$ cat config.mk
export PLATFORM = sky130hd
export DESIGN_NAME = pri_sch_rdata_merge
export DESIGN_NICKNAME = d
export VERILOG_FILES = /design/src/tm_sch_pkg.sv /design/src/tm_pio_pkg.sv /design/src/pri_sch_rdata_merge.sv
export SDC_FILE = /design/constraint.sdc
export NUM_CORES = 1
export LEC_CHECK = 0
export ABC_AREA = 1
export BUFFER_PORTS_ARGS = -buffer_cell sky130_fd_sc_hd__buf_2
export CAP_MARGIN = 15
export CORE_AREA = 2 2 67 69
export DETAILED_ROUTE_END_ITERATION = 16
export DIE_AREA = 0 0 69 71
export PLACE_DENSITY = 0.72
export SYNTH_ARGS = -nofsm -noshare
export SYNTH_HDL_FRONTEND = slang
export SYNTH_SLANG_ARGS = --single-unit
$ cat constraint.sdc
create_clock -name clk -period 2.1 [get_ports clk]
set_input_delay 0.105 -clock clk [delete_from_list [all_inputs] [get_ports clk]]
set_output_delay 0.105 -clock clk [all_outputs]
set_load 0.005 [all_outputs]
$ cat src/tm_sch_pkg.sv
// Scheduler data types for the priority-scheduler control memory entries.
`default_nettype none

package tm_sch_pkg;

        // Third-level queue ID width.
        localparam int QID_NBITS = 8;

        localparam int ENTRY_NBITS = 2 * QID_NBITS;  // One hi/lo queue pair.

        // Entry as the scheduler decodes it.
        typedef struct packed {
                logic [QID_NBITS-1:0] hi_qid;  // High-priority queue.
                logic [QID_NBITS-1:0] lo_qid;  // Low-priority queue.
        } pri_entry_s;

        // One stored word.
        // Software writes and reads the raw view, the scheduler uses the pair view.
        typedef union packed {
                logic [ENTRY_NBITS-1:0] raw;
                pri_entry_s             pair;
        } pri_entry_u;

        // Scheduler read response, one cycle after app_rd.
        typedef struct packed {
                logic       ack;
                pri_entry_u entry;
        } app_rsp_t;

endpackage

`default_nettype wire

$ cat src/tm_pio_pkg.sv
// Register bus types for the AXI4-Lite access path into the scheduler banks.
`default_nettype none

package tm_pio_pkg;

        import tm_sch_pkg::*;

        // Register data and address width.
        localparam int PIO_NBITS = 32;

        // AXI response codes in use.
        typedef enum logic [1:0] {
                RESP_OKAY   = 2'b00,
                RESP_SLVERR = 2'b10
        } axi_resp_e;

        // Software request broadcast to every bank.
        // The flags come first and the entry fills the low bits.
        typedef struct packed {
                logic       wr;
                logic       rd;
                pri_entry_u wdata;
        } pio_req_t;

        // Bank answer to a software read.
        typedef struct packed {
                logic       ack;    // One cycle pulse.
                pri_entry_u rdata;  // Zero unless ack.
        } pio_rsp_t;

endpackage

`default_nettype wire

$ cat src/pri_sch_rdata_merge.sv
// Merges bank read answers into a registered AXI4-Lite R channel.
`default_nettype none

module pri_sch_rdata_merge #(
        parameter int N_BANKS = 8
) (
        input  logic                                  clk,
        input  logic                                  reset,
        input  tm_pio_pkg::pio_rsp_t [N_BANKS-1:0]    bank_rsp,
        input  logic                                  rd_err,
        output logic                                  rd_done,
        output logic [tm_pio_pkg::PIO_NBITS-1:0]      s_rdata,
        output tm_pio_pkg::axi_resp_e                 s_rresp,
        output logic                                  s_rvalid,
        input  logic                                  s_rready
);
        import tm_pio_pkg::*;

        pio_rsp_t           rsp_or;
        logic [N_BANKS-1:0] ack_vec;
        logic               rd_load;

        // Banks without ack drive zero.
        always_comb begin
                rsp_or = '0;
                for (int i = 0; i < N_BANKS; i++) begin
                        rsp_or     = rsp_or | bank_rsp[i];
                        ack_vec[i] = bank_rsp[i].ack;
                end
        end

        assign rd_load = rsp_or.ack | rd_err;
        assign rd_done = s_rvalid & s_rready;

        always_ff @(posedge clk) begin
                if (reset) begin
                        s_rvalid <= 1'b0;
                end else if (rd_load) begin
                        s_rvalid <= 1'b1;
                end else if (s_rready) begin
                        s_rvalid <= 1'b0;
                end
        end

        always_ff @(posedge clk) begin
                if (rd_load) begin
                        s_rdata <= PIO_NBITS'(rsp_or.rdata.raw);  // Zero-extended.
                        s_rresp <= rd_err ? RESP_SLVERR : RESP_OKAY;
                end
        end

        a_one_ack: assert property (@(posedge clk) disable iff (reset) $onehot0(ack_vec))
                else $error("More than one bank answered a software read.");

endmodule

`default_nettype wire

==> run metrics, run 1 <==
top-area cell type share of the netlist area=51.8%; fin util=43.3%; Least-Margin Pin Slew=720 ps; GPL Wtd Cong=0.732; Slew HR=51.9%; RSZ-0062 raised after global routing=no; IO Pins=176; clk sinks=18; Vias=1321; number of warnings issued by yosys=0; final setup fails=0; core area=4200 µm²; Die H=71 µm; required time of the worst setup path=1930 ps; Port Buffers=158; post-synth cell types=12; total negative slack=0 ps; CP startpoint=bank_rsp[33]; max frequency=0.871 GHz; Congestion Overflow GR=0; TritonCTS clock tree=built; DP Cell Count=308; Max Buffers Root-to-Sink=2; fin crit period=1150 ps; Syn Area/Cell=9.96 µm²; WHS=63.9 ps; # resized after CTS=0; Leak=0.879 nW; status=complete, no violations; power per cell area=430 nW/µm²; initial antenna violation count=0; post-route ant nets=0; Worst Skew=0 ps; nature of the critical path startpoint=primary input; Post-Syn Area=986 µm²; CTS Buf Count=3; Area Overhead vs Synth=84.5%; top cells by area, synth=edfxtp_1, nor4_1, buf_4; Setup crit end kind=register; # rows=24; clk root buf=clkbuf_8; critical path class=in2reg; Max Cap Violations=0; Synth Instances=99; Initial Utilization=23.5%; Final Slew Violations=0; DR pass1 iterations=4; Post-CTS Hold Fix Bufs=0; pre-CTS WS=661 ps; Die Area=4900 µm²; Die Width=69 µm; detailed placement HPWL=2900 µm; Detailed Route WL=3240 µm; Final #Nets=401; Hold Path Origin=rd_err; via/cell ratio=4.23; largest net degree at the start of global routing=18; Hold Fails Final Rpt=0; critical-path maximum fanout=17; VDD IR max=0.189 mV; Seq/Total Area, Yosys=53.8%; DR WL/cell=10.4 µm; Synth Register Bits=18; Tot GR Track Use=12.6%; insertion delay to the later sink of the worst-skew pair=240 ps; CTS HTree Levels=1; layout cells sized above 1=62.3%; Cell Count, Final, Fillers Out=312; min-delay worst type=in2reg; clk slew on worst S/H paths=60 ps; Worst EP arrival=970 ps; Critical R2R Launch=s_rvalid$_SDFFE_PP0P_; Setup Fix Bufs, Post-CTS=0; largest area contributor in the netlist=edfxtp_1; crit share post-route=54.7%; DRC Markers=0; first-pass GRT wire length=5020 µm; initial DRC count=20; R2R Setup Slk=1460 ps; ANT cells=0; Worst Slack Setup Final=952 ps; vias in the first global route=1230
-- layer usage --
layer | GRT usage, % | share of wire, %
met1 | 12.0 | 33
met2 | 25.1 | 54
met3 | 4.56 | 13
met4 | 3.49 | 0.25
met5 | 0 | 0
-- through the flow --
stage	total power [mW]	instance area (µm²)
6_report	0.782	1820
3_3_place_gp	0.552	1770
2_1_floorplan	0.447	1050
5_1_grt	0.831	1820
4_1_cts	0.797	1820
3_5_place_dp	0.556	1770
-- final cells by class --
class,count,area (µm²)
tap,52,65.1
multi-input combinational,76,373
timing repair buffer,158,791
sequential,18,531
fill,442,2380
inverter,4,15.0
clock buffer,4,45.0
-- cell usage in the layout, fill, tap and decap left out --
cell and n:
nor3_1 1, nor2_1 2, nor4_1 32, conb_1 17, buf_2 158, dfxtp_1 1
nand3_1 1, edfxtp_1 17, nand2_1 21, clkbuf_1 1, clkbuf_8 3, inv_1 4
nor2_2 1, or2_1 1
-- report_power, final --
group          switching, mW  leakage [nW]  internal [mW]
combinational         0.0528         0.709          0.102
sequential           0.00134         0.147          0.391
clock                  0.101        0.0228          0.134
-- Yosys cell counts --
cell / instances
nand3_1: 1
conb_1: 1
nor3_1: 1
nand2_1: 21
nor2_1: 2
nor4_1: 32
or2_1: 1
dfxtp_1: 1
edfxtp_1: 17
buf_4: 17
inv_1: 4
nor2_2: 1
-- worst max-delay path, cell delays in order --
cell     delay (ps)
buf_2            90
or2_1           220
nor2_2          120
nand2_1         430
-- flip-flops by register name, summed over array words and instances, names as in the netlist --
signal    flops
s_rresp       1
s_rvalid      1
s_rdata      16
-- logic make-up (layout without fill, tap and decap cells) --
group | after synthesis | after routing | share of synthesized area, %
flops | 18 | 18 | 53.8
buf+inv | 21 | 166 | 14.5
other cells | 1 | 17 | 0.380
simple gates | 59 | 59 | 31.3
-- final timing paths --
kind	cells after the start	end
max reg2reg	4	s_rvalid$_SDFFE_PP0P_
min reg2reg	4	s_rvalid$_SDFFE_PP0P_
min	1	s_rresp[1]$_DFFE_PP_
max	4	s_rdata[14]$_DFFE_PP_
Note: power is estimated with default switching activity, not from simulation.
==> run 2: changes to the inputs <==
--- a/config.mk
+++ b/config.mk
@@ -5,13 +5,14 @@
 export SDC_FILE = /design/constraint.sdc
 export NUM_CORES = 1
 export LEC_CHECK = 0
-export ABC_AREA = 1
+export ABC_AREA = 0
 export BUFFER_PORTS_ARGS = -buffer_cell sky130_fd_sc_hd__buf_2
 export CAP_MARGIN = 15
-export CORE_AREA = 2 2 67 69
+export CORE_ASPECT_RATIO = 0.75
+export CORE_MARGIN = 2
+export CORE_UTILIZATION = 24
 export DETAILED_ROUTE_END_ITERATION = 16
-export DIE_AREA = 0 0 69 71
-export PLACE_DENSITY = 0.72
+export PLACE_DENSITY = 0.77
 export SYNTH_ARGS = -nofsm -noshare
 export SYNTH_HDL_FRONTEND = slang
 export SYNTH_SLANG_ARGS = --single-unit
==> constraint.sdc (replaced) <==
create_clock -name clk -period 1 [get_ports clk]
set_input_delay 0.05 -clock clk [delete_from_list [all_inputs] [get_ports clk]]
set_output_delay 0.05 -clock clk [all_outputs]
set_load 0.005 [all_outputs]
==> run metrics, run 2 <==
via/cell ratio=4.22; Seq/Total Area, Yosys=55.0%; TritonCTS clock tree=built; Post-synth EDFFs=17; Clk pwr share=29.8%; status=complete, no violations; core area=3760 µm²; detailed placement HPWL=2820 µm; most frequent cells in the layout=buf_2, nor4_1, conb_1, edfxtp_1, nand2_1; nature of the critical path startpoint=register; power per cell area=889 nW/µm²; sw frac=20.2%; ANT cells=0; Worst EP arrival=800 ps; clk slew on worst S/H paths=60 ps; Tot GR Track Use=12.9%; required time of the worst setup path=950 ps; Worst Skew=0 ps; RSZ-0062 raised after global routing=no; Most flops, register=s_rdata; DRC Markers=0; clk sinks=18; count leader, synth=nor4_1; fin crit period=851 ps; Die H=58.9 µm; Post-CTS Hold Fix Bufs=1; Vias=1292; initial antenna violation count=0; Max Cap Violations=0; Reg area=531 µm²; DR WL/cell=10.2 µm; insertion delay to the later sink of the worst-skew pair=240 ps; Final #Nets=395; Detailed Route WL=3120 µm; dpl cell area=1790 µm²; max reg flops=16; critical-path maximum fanout=3; # resized after CTS=0; cell area after layout=1850 µm²; Syn Area/Cell=10.6 µm²; initial DRC count=33; FILL cells=358; Setup crit end kind=output pin; top cells by area, synth=edfxtp_1, nor4_1, buf_4; top-area cell type share of the netlist area=52.9%; DP Cell Count=301; Commonest cells post-synth=nor4_1, buf_4, edfxtp_1, nand2_1; Congestion Overflow GR=0; VDD IR max=0.393 mV; # rows=19; number of warnings issued by yosys=0; Main synth FF type=edfxtp_1; post-route ant nets=0; Post-Syn Area=965 µm²; Net Sw Power=331 µW; layout cells sized above 1=64.6%; commonest non-fill, non-tap cell in the layout=buf_2; Leak=0.868 nW; largest area contributor in the netlist=edfxtp_1; GPL Wtd Cong=0.735; first-pass GRT wire length=4610 µm; Synth Register Bits=18; critical path class=reg2out; max frequency=1.18 GHz; IO Pins=176; final setup fails=0; Synth Instances=91; CTS HTree Levels=1; Area Overhead vs Synth=91.4%; DR pass1 iterations=2; biggest regs=s_rdata (16), s_rresp (1), s_rvalid (1); Initial Utilization=25.7%; Die Width=77.2 µm; Setup Fix Bufs, Post-CTS=0; Die Area=4550 µm²; largest net degree at the start of global routing=19; Hold Fails Final Rpt=0; Seq pwr share=50.1%; Final Slew Violations=0; CTS Buf Count=3; multi-input logic area=385 µm²; post-synth cell types=12; Port Buffers=158; post-synthesis async set-or-reset flop share=0%; part of the power in combinational logic=20.0%; crit share post-route=85.1%; Cell Count, Final, Fillers Out=306; Int Power=1.31 mW; Max Buffers Root-to-Sink=2; vias in the first global route=1161; clk root buf=clkbuf_8; min-delay worst type=in2reg
[run 2: cell types whose count changed after synthesis]
| cell | delta |
|---|---|
| inv_1 | -4 |
| and2_1 | +1 |
| nand2_1 | -5 |
| or2_1 | -1 |
| o21ba_1 | +1 |
| nor2_1 | -1 |
| nor2_2 | -1 |
| nor2b_1 | +1 |
| nor4_1 | +1 |
[run 2: path summary, 6_finish.rpt]
check	from	end	slack [ps]	cells past startpoint
worst min-delay path	reset	s_rvalid$_SDFFE_PP0P_	40	2
worst min register to register	s_rvalid$_SDFFE_PP0P_	s_rvalid$_SDFFE_PP0P_	610	2
worst max register to register	s_rvalid$_SDFFE_PP0P_	s_rvalid$_SDFFE_PP0P_	300	2
worst max-delay path	s_rvalid$_SDFFE_PP0P_	rd_done	150	2
[run 2: layout make-up]
class                   count  area share (%)
repair buffers            160            44.4
flip-flops and latches     18            28.7
multi-input cells          72            20.9
well taps                  52            3.52
clock buffers               3            2.24
clock inverters             1           0.203
[run 2: cell families (layout without fill, tap and decap cells)]
logic type             count (synthesis)  count (layout)  share of synthesized area (%)
AO/OA/AOI/OAI                          1               1                           1.04
buffers and inverters                 17             164                           13.2
flip-flops                            18              18                           55.0
other                                  1              17                          0.389
AND/OR/NAND/NOR                       54              54                           30.4
[run 2: routing by layer]
metal	up-vias	global-route usage [%]	wire length, µm
met5	-	0	0
met4	0	3.06	23
met3	2	4.60	388
met2	86	27.2	1690
met1	554	11.7	1020
li1	650	-	-
[run 2: stage by stage]
stage          setup TNS (ps)  setup slack (ps)  power (mW)  hold slack (ps)  util (%)
2_1_floorplan               0              26.6       0.938              149         -
3_3_place_gp             -704             -62.8        1.16              245      47.7
3_5_place_dp            -1080             -87.5        1.17              252      47.7
4_1_cts                     0               137        1.67             31.8      49.2
5_1_grt                     0              94.4        1.76             37.7      49.2
6_report                    0               149        1.64             38.7      49.2
[run 2: power by group through the flow]
stage               clock (mW)  sequential (mW)  combinational, mW
CTS                      0.518            0.823              0.331
floorplan                    0            0.840             0.0977
detailed placement           0            0.840              0.327
global placement             0            0.839              0.319
finish                   0.490            0.823              0.329
global route             0.564            0.823              0.370
[run 2: worst max-delay path, cell delays in order (launching register included)]
cell and delay [ps]:
dfxtp_1 310, and2_1 120, buf_2 120
