### src/tm_sch_pkg.sv
// Scheduler data types for the priority-scheduler control memory entries.
`default_nettype none

package tm_sch_pkg;

        // Third-level queue ID width.
        localparam int QID_NBITS = 8;

        localparam int ENTRY_NBITS = 2 * QID_NBITS;  // One hi/lo queue pair.

        // Entry as the scheduler decodes it.
        typedef struct packed {
                logic [QID_NBITS-1:0] hi_qid;  // High-priority queue.
                logic [QID_NBITS-1:0] lo_qid;  // Low-priority queue.
        } pri_entry_s;

        // One stored word.
        // Software writes and reads the raw view, the scheduler uses the pair view.
        typedef union packed {
                logic [ENTRY_NBITS-1:0] raw;
                pri_entry_s             pair;
        } pri_entry_u;

        // Scheduler read response, one cycle after app_rd.
        typedef struct packed {
                logic       ack;
                pri_entry_u entry;
        } app_rsp_t;

endpackage

`default_nettype wire

### src/tm_pio_pkg.sv
// Register bus types for the AXI4-Lite access path into the scheduler banks.
`default_nettype none

package tm_pio_pkg;

        import tm_sch_pkg::*;

        // Register data and address width.
        localparam int PIO_NBITS = 32;

        // AXI response codes in use.
        typedef enum logic [1:0] {
                RESP_OKAY   = 2'b00,
                RESP_SLVERR = 2'b10
        } axi_resp_e;

        // Software request broadcast to every bank.
        // The flags come first and the entry fills the low bits.
        typedef struct packed {
                logic       wr;
                logic       rd;
                pri_entry_u wdata;
        } pio_req_t;

        // Bank answer to a software read.
        typedef struct packed {
                logic       ack;    // One cycle pulse.
                pri_entry_u rdata;  // Zero unless ack.
        } pio_rsp_t;

endpackage

`default_nettype wire

### src/pri_sch_axil_slave.sv
// AXI4-Lite slave that decodes bank and entry, issues bank requests and answers B.
`default_nettype none

module pri_sch_axil_slave #(
        parameter int N_BANKS     = 8,
        parameter int DEPTH_NBITS = 6
) (
        input  logic                                 clk,
        input  logic                                 reset,
        input  logic [tm_pio_pkg::PIO_NBITS-1:0]     s_awaddr,
        input  logic                                 s_awvalid,
        output logic                                 s_awready,
        input  logic [tm_pio_pkg::PIO_NBITS-1:0]     s_wdata,
        input  logic [tm_pio_pkg::PIO_NBITS/8-1:0]   s_wstrb,  // Full-word writes only.
        input  logic                                 s_wvalid,
        output logic                                 s_wready,
        output tm_pio_pkg::axi_resp_e                s_bresp,
        output logic                                 s_bvalid,
        input  logic                                 s_bready,
        input  logic [tm_pio_pkg::PIO_NBITS-1:0]     s_araddr,
        input  logic                                 s_arvalid,
        output logic                                 s_arready,
        output tm_pio_pkg::pio_req_t                 pio_req,
        output logic [N_BANKS-1:0]                   bank_sel,
        output logic [DEPTH_NBITS-1:0]               pio_addr,
        input  logic                                 rd_done,
        output logic                                 rd_err
);
        import tm_pio_pkg::*;

        localparam int BANK_NBITS = $clog2(N_BANKS);
        localparam int TOP_LSB    = DEPTH_NBITS + 2 + BANK_NBITS;  // First out-of-range bit.
        localparam int ENTRY_W    = $bits(pio_req_t) - 2;          // Entry below wr and rd.

        logic                  wr_go;
        logic                  rd_go;
        logic                  aw_hs;
        logic                  ar_hs;
        logic                  aw_oor;
        logic                  ar_oor;
        logic [BANK_NBITS-1:0] aw_bank;
        logic [BANK_NBITS-1:0] ar_bank;
        logic [N_BANKS-1:0]    sel_next;
        logic                  rd_busy;   // One read in flight.
        logic                  rd_err_q;

        // Writes win over reads so the two readies are never high together.
        assign wr_go = s_awvalid & s_wvalid & ~s_awready & ~s_bvalid;
        assign rd_go = s_arvalid & ~s_arready & ~rd_busy & ~wr_go;

        assign aw_hs = s_awready & s_awvalid & s_wvalid;
        assign ar_hs = s_arready & s_arvalid;

        assign aw_oor  = |s_awaddr[PIO_NBITS-1:TOP_LSB];
        assign ar_oor  = |s_araddr[PIO_NBITS-1:TOP_LSB];
        assign aw_bank = s_awaddr[DEPTH_NBITS+2 +: BANK_NBITS];
        assign ar_bank = s_araddr[DEPTH_NBITS+2 +: BANK_NBITS];

        // Out-of-range accesses select no bank.
        always_comb begin
                sel_next = '0;
                if (aw_hs && !aw_oor) begin
                        sel_next[aw_bank] = 1'b1;
                end else if (ar_hs && !ar_oor) begin
                        sel_next[ar_bank] = 1'b1;
                end
        end

        always_ff @(posedge clk) begin
                if (reset) begin
                        s_awready <= 1'b0;
                        s_wready  <= 1'b0;
                        s_arready <= 1'b0;
                        s_bvalid  <= 1'b0;
                        rd_busy   <= 1'b0;
                        rd_err_q  <= 1'b0;
                        rd_err    <= 1'b0;
                        bank_sel  <= '0;
                end else begin
                        s_awready <= wr_go;
                        s_wready  <= wr_go;
                        s_arready <= rd_go;
                        bank_sel  <= sel_next;
                        rd_err_q  <= ar_hs & ar_oor;
                        rd_err    <= rd_err_q;  // Lines up with a bank ack.
                        if (aw_hs) begin
                                s_bvalid <= 1'b1;
                        end else if (s_bready) begin
                                s_bvalid <= 1'b0;
                        end
                        if (ar_hs) begin
                                rd_busy <= 1'b1;
                        end else if (rd_done) begin
                                rd_busy <= 1'b0;
                        end
                end
        end

        // Bank request, one cycle after the handshake.
        always_ff @(posedge clk) begin
                if (reset) begin
                        pio_req.wr <= 1'b0;
                        pio_req.rd <= 1'b0;
                end else begin
                        pio_req.wr <= aw_hs & ~aw_oor;
                        pio_req.rd <= ar_hs & ~ar_oor;
                end
                if (aw_hs) begin
                        pio_req.wdata.raw <= s_wdata[ENTRY_W-1:0];
                end
        end

        always_ff @(posedge clk) begin
                if (aw_hs) begin
                        pio_addr <= s_awaddr[DEPTH_NBITS+1:2];
                        s_bresp  <= aw_oor ? RESP_SLVERR : RESP_OKAY;
                end else if (ar_hs) begin
                        pio_addr <= s_araddr[DEPTH_NBITS+1:2];
                end
        end

        a_sel_onehot: assert property (@(posedge clk) disable iff (reset)
                (pio_req.wr || pio_req.rd) |-> $onehot(bank_sel))
                else $error("Bank select is not one-hot during a request.");

endmodule

`default_nettype wire

### config.mk
export PLATFORM = sky130hd
export DESIGN_NAME = pri_sch_axil_slave
export DESIGN_NICKNAME = d
export VERILOG_FILES = /design/src/tm_sch_pkg.sv /design/src/tm_pio_pkg.sv /design/src/pri_sch_axil_slave.sv
export SDC_FILE = /design/constraint.sdc
export NUM_CORES = 1
export LEC_CHECK = 0
export BUFFER_PORTS_ARGS = -buffer_cell sky130_fd_sc_hd__buf_4
export CAP_MARGIN = 20
export CORE_ASPECT_RATIO = 1.4
export CORE_UTILIZATION = 30
export CTS_CLUSTER_DIAMETER = 30
export CTS_CLUSTER_SIZE = 14
export DETAILED_ROUTE_END_ITERATION = 6
export PLACE_DENSITY = 0.74
export SLEW_MARGIN = 20
export SYNTH_ARGS = -nofsm -noshare
export SYNTH_HDL_FRONTEND = slang
export SYNTH_SLANG_ARGS = --single-unit
### constraint.sdc
create_clock -name clk -period 2.15 [get_ports clk]
set_clock_uncertainty 0.2 [all_clocks]
set_input_delay 0.215 -clock clk [delete_from_list [all_inputs] [get_ports clk]]
set_output_delay 0.215 -clock clk [all_outputs]
set_load 0.1 [all_outputs]
==> results.yml, run 1 <==
logic_synthesis:
  synth-simple-area-share: 0.228
  syn-num-nets: 229
  syn_inst: 122
  synth_cell_types: 30
  synth_mux_area_frac: 0.115
  synth.cell_area_um2: 1640
  avgSynthCellArea_um2: 13.4
  ys_seq_area_frac: 0.617
  ys_seq_elements: 39
  synth_compound_area_frac: 0.0115
  synthXorXnorAreaFrac: 0
  synthAdderAreaFrac: 0
  synth_top_family_by_area: "simple AND/OR/NAND/NOR gates"
  ys_warn_count: 0
grt:
  grt_pass1_vias: 1446
  antenna_found_initial: 0
  met3_usage: 0.0446
  gr-total-overflow: 0
  grt.total_usage: 0.143
  grt.busiest_layer: "met2"
  met2_usage: 0.275
  grt_pass1_wl_um: 6180
  grt_start_max_net_pins: 18
  grt_use_met1: 0.137
clock_tree:
  h-tree-depth: 2
  cts.sinks: 39
  clk_pin_slew_ns: 0.07
  cts_made_buffers: 5
  cts_resized: 0
  cts.path.max_buffers: 2
  cts_tree: "built"
  clock_latency_ns: 0.27
  root_buffer: "clkbuf_8"
routing:
  drt-initial-drc-count: 22
  viasPerCell: 4.52
  drc: 0
  antenna_left: 0
  via_count: 1500
  wirelength_um: 4100
  dr.pass1.iters: 4
  avgRoutedWirePerCell_um: 12.3
sta:
  hold_violations: 0
  final_max_slew_viol_count: 0
  tightest_slew_ns: 0.496
  hold_ws_ns: 0.00928
  slew_headroom: 0.667
  setup_viol: 0
  rsz0062_at_grt: "false"
  finalSetupTns_ns: 0
  fmax_mhz: 581
  period_needed_ns: 1.72
  fin_crit_sh: 0.800
die:
  coreArea_um2: 5200
  fp.dieW_um: 64.4
  dieArea_um2: 5760
  num_io_pins: 146
  start_util: 0.315
  rows: 31
  fp.dieH_um: 89.4
worst_setup_path:
  r2r_slack_ns: 0.43
  cp-end-kind: "flip-flop"
  reg2reg_depth: 4
  crit_slowest_cell: "dfxtp_4"
  worstReg2RegStart: "s_wready"
  crit_required_ns: 2.11
  cp.arrival_ns: 1.68
  worstPathCellList: "nand3_2 -> clkinvlp_4 -> and4_4 -> mux2_4"
  cp_slowest_stage_delay_ns: 0.37
  reg2reg_to: "bank_sel[5]"
  path_class: "flip-flop to flip-flop"
  cp_max_fo: 10
  crit_path_start_kind: "flip-flop"
place:
  post_dp_cell_area_um2: 2600
  io_buffers: 120
  place_hpwl_um: 3270
  gp_congestion: 0.697
pwr:
  internal-power_mw: 1.16
  p_switching_mw: 0.371
  fin_total_pwr_mw: 1.53
  seq_power_share: 0.525
  power_density_nw_per_um2: 534
  clkPwrFrac: 0.287
  comb_power_share: 0.188
  p_sw_frac: 0.242
  p_leak_nw: 1.22
  max-vdd-ir-drop_v: 0.000388
final_layout:
  final_cell_mix: "buf_4 (121), edfxtp_1 (23), dlygate4sd3_1 (20), dfxtp_1 (15), nor2_1 (12)"
  area_growth_pct: 75.6
  final_common_cell: "buf_4"
  layout-drive-gt1-share: 0.556
  insertedDiodeCount: 0
  nNetsFinal: 373
  final_area_um2: 2880
  utilization: 0.553
outcome:
  outcome: "finished, final reports clean"
hold_path:
  hold_path_depth: 3
  hp-class: "primary input to flip-flop"
  min_to: "s_wready"
  hp-start: "s_awvalid"
job:
  maxCapViolations: 0
## final cells by class
class / count / area [um2]
flip-flops and latches: 39 / 1010
well taps: 66 / 82.6
fillers: 475 / 2320
clock buffers: 5 / 68.8
inverters: 1 / 7.51
repair buffers: 141 / 1110
multi-input cells: 78 / 584
clock inverters: 2 / 8.76
## timing repair
| action | 4_1_cts | 5_1_grt |
|---|---|---|
| setup endpoints to repair | 0 | 0 |
| hold buffers | 20 | 0 |
| hold endpoints to repair | 19 | 0 |
| setup buffers | 0 | 0 |
## routing by layer
layer	up-vias	wire length, um
li1	749	-
met5	-	0
met4	0	104
met1	662	1380
met2	80	2240
met3	9	378
## stage by stage
step | std cells | worst slack, ns
after floorplan | 122 | 0.0499
after global placement | 305 | 0.208
after detailed placement | 305 | 0.179
after CTS | 332 | 0.393
after global routing | 332 | 0.335
final | 332 | 0.429
## how the worst max path moves through the flow
stage / from / end / slack (ns) / cells after the start
after floorplan: s_wready / bank_sel[0] / 0.05 / 5
after global placement: s_awaddr[12] / bank_sel[5] / 0.21 / 5
after detailed placement: s_awaddr[12] / bank_sel[5] / 0.18 / 5
after CTS: s_wready / bank_sel[5] / 0.39 / 4
after global routing: s_wready / bank_sel[5] / 0.33 / 4
final: s_wready / bank_sel[5] / 0.43 / 4
## synth_stat cells (all sizes together)
master  count  area [um2]
a21oi       2        10.0
and2        1        6.26
and3b       1        8.76
and4        2        20.0
buf         3        35.0
clkbuf      1        3.75
conb        1        3.75
dfxtp      16         320
edfxtp     23         691
inv         1        3.75
mux2       14         188
nand2       5        18.8
nand2b      5        31.3
nand3       3        20.0
nand4       5        31.3
nand4b      1        8.76
nor2       12        45.0
nor2b       1        6.26
nor3        8        45.0
nor4       12        96.3
nor4b       3        26.3
nor4bb      1        10.0
o31a        1        8.76
## cell families (layout without fill, tap and decap cells)
family	count (synthesis)	count (layout)
and+or+nand+nor	60	60
DFF	39	39
muxes	14	14
buffers and inverters	5	149
AOI/OAI and AO/OA	3	3
other	1	1
## flip-flops by register name, indices dropped and copies added, names as in the netlist
name and flops:
pio_req 18, s_wready 1, s_bresp 1, s_arready 1, rd_err_q 1, bank_sel 8
rd_busy 1, s_bvalid 1, pio_addr 6, rd_err 1
## power by group through the flow
stage          sequential, mW  combinational [mW]  clock (mW)
5_1_grt                 0.807               0.306       0.492
6_report                0.806               0.289       0.440
3_5_place_dp            0.823               0.261           0
2_1_floorplan           0.890              0.0494           0
4_1_cts                 0.806               0.290       0.459
3_3_place_gp            0.822               0.257           0
## critical path: cells and delay by family (launching register included)
kind                   cells  cell delay [ns]
and+or+nand+nor            2             0.56
DFF                        1             0.37
muxes                      1             0.32
buffers and inverters      1             0.16
(Power assumes the default switching activity.)
==> inputs of run 2 (changes only) <==
- PLACE_DENSITY: 0.74 -> 0.71
- clock period: 2.15 -> 1.75 ns (I/O delays scaled with it)
==> run 2 against run 1 <==
Effect of this change:
- the flow now finishes with violations (negative hold slack)
- utilization increased by 4.8 points
- largest cell class unchanged
- power is 38% higher
- sequential cell count is the same
- critical path depth increased by 1
- worst setup slack got worse by 0.40 ns
==> results.yml, run 2 (synthesis results as in run 1) <==
sta:
  hold_violations: 1
  hold_ws_ns: -0.0233
  rsz0062_at_grt: "false"
  fmax_mhz: 582
  setup_viol: 0
  fin_crit_sh: 0.982
  finalSetupTns_ns: 0
  period_needed_ns: 1.72
  final_max_slew_viol_count: 0
  layout_setup_ws_ns: 0.0323
routing:
  dr.pass1.iters: 4
  drt-initial-drc-count: 34
  wirelength_um: 4670
  viasPerCell: 4.62
  antenna_left: 0
  avgRoutedWirePerCell_um: 13.1
  drc: 0
  via_count: 1639
hold_path:
  hp-class: "primary input to flip-flop"
final_layout:
  insertedDiodeCount: 0
  nNetsFinal: 395
  fillers: 431
  utilization: 0.601
  largest-register: "pio_req"
  final_cell_mix: "buf_4 (127), dlygate4sd3_1 (36), edfxtp_1 (23), dfxtp_1 (14), nor2_1 (12)"
  largestRegisters: "pio_req x18, bank_sel x8, pio_addr x6"
  layout-drive-gt1-share: 0.543
  final_common_cell: "buf_4"
  largest_reg_flops: 18
  final_area_um2: 3120
  area_growth_pct: 90.8
  fin_cells: 355
die:
  fp.dieH_um: 89.4
  num_io_pins: 146
  rows: 31
  coreArea_um2: 5200
  dieArea_um2: 5760
  fp.dieW_um: 64.4
  start_util: 0.315
worst_setup_path:
  cp-end-kind: "flip-flop"
  path_class: "primary input to flip-flop"
  crit_required_ns: 1.72
  cp_max_fo: 8
  cp.arrival_ns: 1.68
  crit_path_start_kind: "primary input"
clock_tree:
  cts.path.max_buffers: 2
  cts_tree: "built"
  cts_made_buffers: 5
  root_buffer: "clkbuf_8"
  h-tree-depth: 2
  cts.sinks: 39
  cts.hold.buffers_added: 36
  clk_pin_slew_ns: 0.08
  clock_latency_ns: 0.28
place:
  post-place-ws_ns: -0.143
  io_buffers: 120
  place_hpwl_um: 3320
  dp.cells: 311
  gp_congestion: 0.735
  post_dp_cell_area_um2: 2650
pwr:
  max-vdd-ir-drop_v: 0.000600
  p_leak_nw: 1.34
  fin_total_pwr_mw: 2.11
  power_density_nw_per_um2: 676
grt:
  grt_pass1_vias: 1663
  grt_pass1_wl_um: 6840
  grt_start_max_net_pins: 18
  antenna_found_initial: 0
  grt.total_usage: 0.157
  gr-total-overflow: 0
outcome:
  outcome: "finished with violations"
  violations: "negative hold slack"
job:
  maxCapViolations: 0
[run 2: timing repair]
item / in CTS / in global routing
buffers inserted: 0 / 0
endpoints found under the hold margin: 29 / 1
gates resized for setup: 0 / 0
[run 2: worst paths after layout]
check | startpoint | to | slack, ns | depth (start not counted)
worst max register to register | s_wready | s_bvalid | 0.14 | 4
worst max-delay path | s_awaddr[21] | bank_sel[0] | 0.03 | 5
worst min register to register | rd_err_q | rd_err | 0.24 | 1
worst min-delay path | s_awaddr[19] | pio_req[17] | -0.02 | 4
[run 2: final cells by class]
class | count | area (um2) | share of cell area
multi-input cells | 78 | 592 | 0.189
repair buffers | 163 | 1310 | 0.421
well taps | 66 | 82.6 | 0.0264
clock buffers | 5 | 68.8 | 0.0220
flip-flops and latches | 39 | 1020 | 0.325
inverters | 1 | 7.51 | 0.00240
clock inverters | 3 | 43.8 | 0.0140
[run 2: metal layers]
| layer | vias up | global-route usage | part of all wire |
|---|---|---|---|
| met5 | - | 0 | 0 |
| met4 | 0 | 0.0626 | 0.015 |
| met3 | 8 | 0.0408 | 0.069 |
| met2 | 83 | 0.332 | 0.57 |
| met1 | 754 | 0.134 | 0.34 |
| li1 | 794 | - | - |
[run 2: critical path, stage by stage]
cell and delay (ns):
dlygate4sd3_1 0.54, buf_4 0.13, nor3_2 0.14, and4_4 0.37
mux2_4 0.32
[run 2: power breakdown]
part | leakage, nW | internal [mW] | switching (mW)
logic | 0.937 | 0.207 | 0.185
registers | 0.341 | 0.984 | 0.00621
clock network | 0.0581 | 0.424 | 0.306
total | 1.34 | 1.62 | 0.496
